## config.mk

```make
export PLATFORM = sky130hd
export DESIGN_NAME = adc_capture_top
export DESIGN_NICKNAME = d
export VERILOG_FILES = /design/src/verilog/adc_cmd_pkg.sv /design/src/verilog/adc_stream_pkg.sv /design/src/verilog/adc_cmd_sequencer.sv /design/src/verilog/spi_word_shifter.sv /design/src/verilog/adc_result_unpack.sv /design/src/verilog/adc_capture_top.sv
export SDC_FILE = /design/constraint.sdc
export NUM_CORES = 1
export LEC_CHECK = 0
export BUFFER_PORTS_ARGS = -buffer_cell sky130_fd_sc_hd__buf_2
export CAP_MARGIN = 20
export CORE_MARGIN = 2
export CORE_UTILIZATION = 60
export DETAILED_ROUTE_END_ITERATION = 7
export PLACE_DENSITY = 0.79
export SLEW_MARGIN = 20
export SYNTH_ARGS = -nofsm -noshare
export SYNTH_HDL_FRONTEND = slang
export SYNTH_SLANG_ARGS = --single-unit
```

## constraint.sdc

```tcl
create_clock -name sclk -period 3.68 [get_ports sclk]
set_input_delay 0.184 -clock sclk [delete_from_list [all_inputs] [get_ports sclk]]
set_output_delay 0.184 -clock sclk [all_outputs]
set_load 0.01 [all_outputs]
```

## src/verilog/adc_cmd_pkg.sv

```systemverilog
package adc_cmd_pkg;

    // channel address selecting Vin0 .. Vin7
    typedef logic [2:0] chan_t;

    // control word shifted into the ADC msb first
    typedef struct packed {
        logic       write;     // 1 = update control register
        logic       seq;       // sequencer enable, unused here
        logic       dont_care;
        chan_t      addr;      // channel for the next conversion
        logic [1:0] pm;        // power mode
        logic       shadow;    // shadow register enable
        logic       spare;
        logic       range;     // 0 = 0 V to 2*Vref
        logic       coding;    // 0 = two's complement
        logic [3:0] pad;       // trailing don't care bits
    } ctrl_word_t;

    // word returned by the ADC during the same frame
    typedef struct packed {
        logic        lead;     // always zero from a healthy part
        chan_t       addr;     // channel this conversion came from
        logic [11:0] code;
    } result_word_t;

    // control field values
    localparam logic [1:0] PM_NORMAL   = 2'b11;  // full power
    localparam logic       RANGE_2VREF = 1'b0;
    localparam logic       CODING_TWOS = 1'b0;

endpackage

```

## src/verilog/adc_stream_pkg.sv

```systemverilog
package adc_stream_pkg;

    // one converted sample as handed to the host
    typedef struct packed {
        logic signed [11:0] data;   // two's complement code
        adc_cmd_pkg::chan_t chan;   // channel the code belongs to
        logic [1:0]         error;  // see bit positions below
    } sample_t;

    // error field bit positions
    localparam int ERR_ADDR = 0;  // returned address not the one sent a frame earlier
    localparam int ERR_LEAD = 1;  // leading bit of the returned word was set

endpackage

```

## src/verilog/adc_cmd_sequencer.sv

```systemverilog
`timescale 1ns/1ns

module adc_cmd_sequencer #(
    parameter int STARTUP_FRAMES = 3
) (
    input  logic                    sclk,
    input  logic                    arst_n,
    input  logic                    sample,
    input  adc_cmd_pkg::chan_t      chan,
    input  logic                    busy,
    output logic                    start,
    output adc_cmd_pkg::ctrl_word_t tx_word,
    output logic                    frame_active,
    output adc_cmd_pkg::chan_t      sent_chan
);

    import adc_cmd_pkg::*;

    // counter wide enough to hold STARTUP_FRAMES
    localparam int CNT_W = ($clog2(STARTUP_FRAMES + 1) > 0) ? $clog2(STARTUP_FRAMES + 1) : 1;

    logic [CNT_W-1:0] startup_cnt;  // power-up frames still to send
    logic             in_startup;
    logic             accept;
    ctrl_word_t       cmd_word;

    assign in_startup = (startup_cnt != '0);

    // strobes landing on a running or pending frame are dropped
    assign accept = sample && !busy && !start;

    // write command for the requested channel
    always_comb begin
        cmd_word.write     = 1'b1;
        cmd_word.seq       = 1'b0;
        cmd_word.dont_care = 1'b0;
        cmd_word.addr      = chan;
        cmd_word.pm        = PM_NORMAL;
        cmd_word.shadow    = 1'b0;
        cmd_word.spare     = 1'b0;
        cmd_word.range     = RANGE_2VREF;
        cmd_word.coding    = CODING_TWOS;
        cmd_word.pad       = 4'b0000;
    end

    always_ff @(posedge sclk or negedge arst_n) begin
        if (!arst_n) begin
            startup_cnt  <= CNT_W'(STARTUP_FRAMES);
            start        <= 1'b0;
            frame_active <= 1'b0;
        end else begin
            start        <= accept;
            frame_active <= accept && !in_startup;  // only real conversions
            if (accept && in_startup) begin
                startup_cnt <= startup_cnt - 1'b1;
            end
        end
    end

    // command payload held while the shifter runs
    always_ff @(posedge sclk) begin
        if (accept) begin
            sent_chan <= chan;
            if (in_startup) begin
                tx_word <= '0;  // dummy frames wake the part up
            end else begin
                tx_word <= cmd_word;
            end
        end
    end

endmodule

```

## src/verilog/spi_word_shifter.sv

```systemverilog
`timescale 1ns/1ns

module spi_word_shifter #(
    parameter int WORD_BITS = 16
) (
    input  logic                 sclk,
    input  logic                 arst_n,
    input  logic                 start,
    input  logic [WORD_BITS-1:0] tx_word,
    input  logic                 sdi,
    output logic                 cs,
    output logic                 sdo,
    output logic                 busy,
    output logic                 done,
    output logic [WORD_BITS-1:0] rx_word
);

    localparam int CNT_W = ($clog2(WORD_BITS) > 0) ? $clog2(WORD_BITS) : 1;

    logic [WORD_BITS-1:0] tx_sr;    // bits still to go out with the msb next
    logic [WORD_BITS-1:0] rx_sr;    // bits captured from the ADC
    logic [CNT_W-1:0]     bit_cnt;  // bits captured so far in this frame
    logic                 load;
    logic                 last_bit;

    assign load     = start && !busy;
    assign last_bit = busy && (bit_cnt == CNT_W'(WORD_BITS - 1));

    // cs stays low for exactly WORD_BITS cycles per frame
    always_ff @(posedge sclk or negedge arst_n) begin
        if (!arst_n) begin
            cs      <= 1'b1;
            sdo     <= 1'b0;
            busy    <= 1'b0;
            done    <= 1'b0;
            bit_cnt <= '0;
        end else begin
            done <= 1'b0;
            if (load) begin
                cs      <= 1'b0;
                busy    <= 1'b1;
                sdo     <= tx_word[WORD_BITS-1];  // msb goes out with cs
                bit_cnt <= '0;
            end else if (last_bit) begin
                cs      <= 1'b1;
                busy    <= 1'b0;
                done    <= 1'b1;  // rx_word complete now
                sdo     <= 1'b0;
                bit_cnt <= '0;
            end else if (busy) begin
                sdo     <= tx_sr[WORD_BITS-1];
                bit_cnt <= bit_cnt + 1'b1;
            end
        end
    end

    // shift registers
    always_ff @(posedge sclk) begin
        if (load) begin
            tx_sr <= tx_word << 1;
        end else if (busy) begin
            tx_sr <= tx_sr << 1;
            rx_sr <= {rx_sr[WORD_BITS-2:0], sdi};  // sample sdi on rising edge
        end
    end

    // rx_sr stops shifting at the end of the frame, so it holds the word
    assign rx_word = rx_sr;

endmodule

```

## src/verilog/adc_result_unpack.sv

```systemverilog
`timescale 1ns/1ns

module adc_result_unpack (
    input  logic                      sclk,
    input  logic                      arst_n,
    input  logic                      done,
    input  logic                      frame_active,
    input  adc_cmd_pkg::chan_t        sent_chan,
    input  adc_cmd_pkg::result_word_t rx_word,
    output adc_stream_pkg::sample_t   sample_out,
    output logic                      sample_valid
);

    import adc_cmd_pkg::*;
    import adc_stream_pkg::*;

    // one frame in flight at a time, so a single entry is enough
    logic       pend_active;  // frame on the wire is a real conversion
    chan_t      pend_chan;    // address sent in that frame
    logic       prev_valid;   // an earlier active frame has completed
    chan_t      prev_chan;    // address sent in that earlier frame
    logic       take;
    logic [1:0] err;

    assign take = done && pend_active;

    // the ADC answers with the channel requested one frame before
    always_comb begin
        err           = 2'b00;
        err[ERR_LEAD] = rx_word.lead;
        err[ERR_ADDR] = prev_valid && (rx_word.addr != prev_chan);
    end

    always_ff @(posedge sclk or negedge arst_n) begin
        if (!arst_n) begin
            pend_active  <= 1'b0;
            prev_valid   <= 1'b0;
            sample_valid <= 1'b0;
        end else begin
            sample_valid <= take;
            if (frame_active) begin
                pend_active <= 1'b1;
            end else if (done) begin
                pend_active <= 1'b0;  // startup frames end here unnoticed
            end
            if (take) begin
                prev_valid <= 1'b1;
            end
        end
    end

    always_ff @(posedge sclk) begin
        if (frame_active) begin
            pend_chan <= sent_chan;
        end
        if (take) begin
            prev_chan        <= pend_chan;  // reference for the next frame
            sample_out.data  <= $signed(rx_word.code);
            sample_out.chan  <= rx_word.addr;
            sample_out.error <= err;
        end
    end

endmodule

```

## src/verilog/adc_capture_top.sv

```systemverilog
`timescale 1ns/1ns

module adc_capture_top #(
    parameter int STARTUP_FRAMES = 3,
    parameter int WORD_BITS      = 16
) (
    input  logic                    sclk,
    input  logic                    arst_n,
    input  logic                    sample,
    input  adc_cmd_pkg::chan_t      chan,
    input  logic                    sdi,
    output logic                    cs,
    output logic                    sdo,
    output adc_stream_pkg::sample_t sample_out,
    output logic                    sample_valid
);

    import adc_cmd_pkg::*;

    logic         start;
    logic         busy;
    logic         done;
    logic         frame_active;
    ctrl_word_t   tx_word;    // command for the frame being sent
    result_word_t rx_word;    // word captured during that frame
    chan_t        sent_chan;

    adc_cmd_sequencer #(
        .STARTUP_FRAMES (STARTUP_FRAMES)
    ) adc_cmd_sequencer_i (
        .sclk         (sclk),
        .arst_n       (arst_n),
        .sample       (sample),
        .chan         (chan),
        .busy         (busy),
        .start        (start),
        .tx_word      (tx_word),
        .frame_active (frame_active),
        .sent_chan    (sent_chan)
    );

    spi_word_shifter #(
        .WORD_BITS (WORD_BITS)
    ) spi_word_shifter_i (
        .sclk    (sclk),
        .arst_n  (arst_n),
        .start   (start),
        .tx_word (tx_word),
        .sdi     (sdi),
        .cs      (cs),
        .sdo     (sdo),
        .busy    (busy),
        .done    (done),
        .rx_word (rx_word)
    );

    adc_result_unpack adc_result_unpack_i (
        .sclk         (sclk),
        .arst_n       (arst_n),
        .done         (done),
        .frame_active (frame_active),
        .sent_chan    (sent_chan),
        .rx_word      (rx_word),
        .sample_out   (sample_out),
        .sample_valid (sample_valid)
    );

endmodule

```

Word-level counts from Yosys, hierarchy flattened
Cells that the tools add are included.
{"block": "totals", "out_inout_bits": 20, "input_bits": 7, "regBits": 88}
{"block": "classes", "mux": 17, "n_eq_ne": 2, "reduce_logical": 17, "addsub": 2, "bitwise": 1}
{"operator": "$mux 16", "n": 3}
{"operator": "$mux 4", "n": 3}
{"operator": "$mux 1", "n": 11}
{"operator": "$logic_and 1x1->1", "n": 8}
{"operator": "$reduce_bool 2->1", "n": 4}
{"operator": "$add 4x1->4 const B", "n": 1}
{"operator": "$eq 4x4->1 const B", "n": 1}
{"operator": "$logic_not 1->1", "n": 3}
{"operator": "$ne 3x3->1", "n": 1}
{"operator": "$reduce_bool 3->1", "n": 1}
{"operator": "$reduce_and 2->1", "n": 1}
{"operator": "$sub 2x1->2 const B", "n": 1}
{"operator": "$not 1->1", "n": 1}

Logic depth before layout (Yosys ltp)
{"block": "depth", "depth_word": 4, "depth_mapped": 5, "ltp_nobuf": 4}

Cells and area by module
Synthesis repeated with hierarchy kept, for this count alone.
{"block": "hier_totals", "cells_unflattened": 180, "area_unflattened_um2": 2840.2}
{"mod": "spi_word_shifter", "seq_area_each_um2": 1132.3, "area_per_inst_um2": 1497.7, "cells_each": 110, "n_inst": 1}
{"mod": "adc_result_unpack", "seq_area_each_um2": 765.7, "area_per_inst_um2": 824.5, "cells_each": 34, "n_inst": 1}
{"mod": "adc_cmd_sequencer", "seq_area_each_um2": 312.8, "area_per_inst_um2": 518.0, "cells_each": 36, "n_inst": 1}

Worst setup path after synthesis
OpenSTA, ideal clock, no wires.
{"block": "synth_path", "path_kind": "register -> register", "startpoint": "register adc_cmd_sequencer_i.startup_cnt[0]", "endpoint": "register adc_cmd_sequencer_i.startup_cnt[1]", "setup_time_ns": 0.075, "slack_ns": 2.305, "path_buffers": 0, "t_arrival_ns": 1.300, "stages_incl_launch_ff": 5, "synth_period_minus_slack_ns": 1.375, "cell_sequence": "dfstp_2 -> inv_1 -> ha_1 -> nor4b_4 -> mux2i_1"}
{"block": "synth_between", "elab_chain_len": 2, "elab_cells_between_ends": 3, "classes_between": "add/sub: 1; reduce/logical: 2"}
{"element": "start, declared", "line_no": "adc_cmd_sequencer.sv:22", "source": "logic [CNT_W-1:0] startup_cnt;"}
{"element": "start signal, assigned", "line_no": "adc_cmd_sequencer.sv:48", "source": "startup_cnt <= CNT_W'(STARTUP_FRAMES);"}
{"element": "start signal, assigned", "line_no": "adc_cmd_sequencer.sv:55", "source": "startup_cnt <= startup_cnt - 1'b1;"}
{"element": "branches (longest 2 deep; another with $sub 2x1->2)"}
Several ways; the timed one is not identified.
A chain may end at the register's enable or synchronous reset.

Worst setup path in the final report
{"block": "layout_path", "startpoint": "register spi_word_shifter_i.busy", "endpoint": "register spi_word_shifter_i.tx_sr[13] (data pin)"}
{"block": "layout_between", "elab_chain_len": 3}
{"element": "start, declared", "line_no": "spi_word_shifter.sv:13", "source": "output logic busy,"}
{"element": "start signal, assigned", "line_no": "spi_word_shifter.sv:34", "source": "busy <= 1'b0;"}
{"element": "start signal, assigned", "line_no": "spi_word_shifter.sv:41", "source": "busy <= 1'b1;"}
{"element": "start signal, assigned", "line_no": "spi_word_shifter.sv:46", "source": "busy <= 1'b0;"}
{"element": "$logic_not 1->1", "line_no": "spi_word_shifter.sv:26", "source": "assign load = start && !busy;"}
{"element": "$logic_and 1x1->1", "line_no": "spi_word_shifter.sv:26"}
{"element": "$mux 16", "line_no": "spi_word_shifter.sv:59", "source": "if (load) begin"}
{"element": "end signal, assigned", "line_no": "spi_word_shifter.sv:60", "source": "tx_sr <= tx_word << 1;"}
{"element": "end signal, assigned", "line_no": "spi_word_shifter.sv:62", "source": "tx_sr <= tx_sr << 1;"}
{"element": "end, declared", "line_no": "spi_word_shifter.sv:20", "source": "logic [WORD_BITS-1:0] tx_sr;"}
No other way between the ends.

==> metrics.md <==
| Metric | Value |
|---|---|
| Sw frac | 25.9% |
| CP arrival | approximately 2.1 ns |
| Reported max-cap violation count | 0 |
| Number of global-route vias before repair | 1089 |
| Final setup TNS | 0 ns |
| Relative slew slack | 32.6% |
| Cells after Synth | 121 |
| Status | finished, final reports clean |
| Max incr delay on CP | roughly 0.76 ns |
| Synth top area share | 67.6% |
| Dpl hpwl | approximately 2100 um |
| # DRC | 0 |
| CP max FO | 27 |
| Worst Slack Setup Final | ~1.7 ns |
| Area fraction in and, or, nand and nor cells after synthesis | around 5.7% |
| Die Height | about 67 um |
| P_leak | roughly 1.1 nW |
| Cell area after synthesis | approximately 2400 sq um |
| Internal | 1.52 mW |
| # IOs | 27 |
| Vias/cell | 5.15 |
| Number of synthesized flops with an enable pin | 53 |
| Worst slew pin tran | about 1.0 ns |
| Post-synthesis mux area share | 2.28% |
| Initial Util | between 60% and 70% |
| Worst Path Buf+Inv | 0 |
| # diodes | 0 |
| Worst setup EP type | register |
| Pre-CTS WS | 1.63 ns |
| Yosys warns | 0 |
| Area leader, netlist | edfxtp_1 |
| Std-Cell Rows | 22 |
| Final setup vio count | 0 |
| Crit path launch type | register |
| CP Class | reg2reg |
| Delay-heaviest family, CP | flip-flops |
| Layout cell share with drive strength beyond 1 | 28.3% |
| Power Total | approximately 2 mW |
| Clock power frac | around 23% |
| DIE AREA | 4440 sq um |
| NumNets Final | approximately 160 |
| Peak VDD IR | approximately 0.42 mV |
| GP Congestion | 0.700 |
| Synth top area cells | edfxtp_1, dfrtp_1, dfstp_2 |
| Final Cell Area | approximately 2700 sq um |
| Share of power burned in registers | a little under two thirds |
| Post-Route WL | roughly 3100 um |
| Largest net degree at the start of global routing | 28 |
| Tmin final | about 2.0 ns |
| Register bit total from synthesis | 68 |
| Initial antenna violation count | 0 |
| Die W | 66.6 um |
| Seq/Total Area, Yosys | a little over four fifths |
| CTS sink count | 68 |
| CTS tree | yes |
| Largest family of logic cells by synthesized area | simple AND/OR/NAND/NOR gates |
| Clk slew on worst S/H paths | roughly 0.060 ns |
| Power density over cell area | between 700 and 800 nW/um^2 |
| Core ar. | approximately 3700 sq um |
| Final Hold Violating Endpoints | 0 |
| Final core occ | between 70% and 80% |
| Fin crit share | 54.8% |
| Max-slew violations | 0 |
| Clk_lat worst skew | around 0.32 ns |
| First-pass GRT wire length | around 5200 um |
| Port bufs | 26 |
| Gate power share | between 10% and 20% |
| Mean area per synthesized cell | 19.5 sq um |
| Post-CTS setup buffer count | 0 |
| CP max-delay cell | dfrtp_1 |
| Synth Area in Adders | 1.06% |
| Congestion Overflow GR | 0 |
| Synth async-reset ratio | between 20 and 25% |
| Overall routing resource usage | between 15 and 20% |
| CP cell instances | nor2b_1 > mux2_1 |
| Main synth FF type | edfxtp_1 |
| DR iter-0 viols | 76 |
| HP Class | in2reg |
| Data required time of the critical path | around 3.8 ns |
| Switch Pwr | roughly 0.53 mW |
| Synth cell types | 32 |
| Via count | ~1100 |
| Fmax | 496 MHz |
| Number of CTS-inserted buffers | 9 |
| Synth Net Count | between 100 and 150 |
| Unrepaired setup endpoints after global routing | no |
| Compound-Gate Fraction of Synth Area | about 3.4% |
| Skew final | about 0.0043 ns |
| Routed wire per std cell | 15.0 um |
| Area Overhead vs Synth | 13.8% |
| Area of placed instances | approximately 2500 sq um |
| Fillcell total | roughly 230 |
| Clock tree buffer depth | 2 |
| CTS Root Cell | clkbuf_8 |
| Final ANT Viol Nets | 0 |
| Synth Area in XOR/XNOR | around 1.9% |
| H-tree level count | 3 |
| First drt pass iteration count | 4 |
sequential cells by signal, indices dropped and copies added, names as in the netlist, 2 cells and up:
name                             flops
spi_word_shifter_i.rx_word          16
adc_result_unpack_i.pend_chan        3
adc_result_unpack_i.prev_chan        3
adc_cmd_sequencer_i.tx_word          4
spi_word_shifter_i.bit_cnt           4
adc_result_unpack_i.sample_out      17
adc_cmd_sequencer_i.startup_cnt      2
adc_cmd_sequencer_i.sent_chan        3
spi_word_shifter_i.tx_sr             7
layout make-up:
| class | instances | area (sq um) | area share (%) |
|---|---|---|---|
| inverters | 6 | 22.5 | 0.840 |
| clock inverters | 4 | 17.5 | 0.654 |
| well taps | 48 | 60.1 | 2.24 |
| repair buffers | 27 | 140 | 5.23 |
| clock buffers | 11 | 131 | 4.90 |
| flip-flops and latches | 68 | 1970 | 73.5 |
| multi-input cells | 43 | 338 | 12.6 |
power groups by stage:
stage	Sequential, mW	Clock [mW]	Combinational [mW]
2_1_floorplan	1.24	0	0.243
3_3_place_gp	1.30	0	0.260
3_5_place_dp	1.32	0	0.276
4_1_cts	1.31	0.483	0.281
5_1_grt	1.33	0.522	0.310
6_report	1.30	0.469	0.275
layout by cell type, fill, tap and decap left out, drive strengths merged, types with 2 or more instances in the layout:
cell,count
edfxtp,53
buf,26
dfrtp,12
clkbuf,11
inv,6
and2,6
xor2,4
clkinv,4
nor2b,3
mux2,3
a21o,3
nand2,3
dfstp,3
nor2,3
o211ai,2
mux2i,2
ha,2
repair_timing:
action / 4_1_cts / 5_1_grt
gates resized for setup: 0 / 0
hold endpoints to repair: 12 / 0
hold buffers: 1 / 0
routing by layer:
layer  vias to the layer above  global-route usage, %  wire length, um
met5                         -                      0                0
met4                         0                   9.95               68
met3                         7                   6.59              161
met2                        31                   27.9             1590
met1                       517                   20.3             1280
li1                        511                      -                -
through the flow:
stage               cells  hold slack (ns)
global route          207           0.0218
detailed placement    191            0.116
global placement      191            0.110
finish                207           0.0383
CTS                   207           0.0221
floorplan             121           -0.112
Yosys cell counts (2+ instances only):
cell type,number
nand2_1,3
ha_1,2
nor2b_1,3
xor2_1,4
o211ai_1,2
inv_1,5
a21o_1,3
nor2_1,2
dfstp_2,3
mux2i_1,2
mux2_1,3
buf_4,2
dfrtp_1,12
edfxtp_1,53
and2_1,5
kinds of logic after synthesis:
logic type / count (synthesis)
AO/OA/AOI/OAI: 11
AND/OR/NAND/NOR: 20
adder cells (fa/ha/maj): 2
multiplexers: 5
buffers and inverters: 10
flip-flops: 68
XOR/XNOR: 5
worst register-to-register path: stages, from the launching register on:
cell and delay (ns):
dfrtp_1 0.76, nor2b_1 0.63, mux2_1 0.39
final timing paths:
check,start,endpoint,slack [ns],cells after the start
min reg2reg,adc_cmd_sequencer_i.sent_chan[0]$_DFFE_PP_,adc_result_unpack_i.pend_chan[0]$_DFFE_PP_,0.42,0
max in group asynchronous,arst_n,adc_cmd_sequencer_i.startup_cnt[0]$_DFFE_PN1P_,3.08,2
min in group asynchronous,arst_n,spi_word_shifter_i.sdo$_DFFE_PN0P_,0.30,2
max reg2reg,spi_word_shifter_i.busy$_DFFE_PN0P_,spi_word_shifter_i.tx_sr[13]$_DFFE_PP_,1.66,2
max,spi_word_shifter_i.busy$_DFFE_PN0P_,spi_word_shifter_i.tx_sr[13]$_DFFE_PP_,1.66,2
min,sdi,spi_word_shifter_i.rx_word[0]$_DFFE_PP_,0.04,1
No activity file was read; power rests on OpenSTA's default activity.
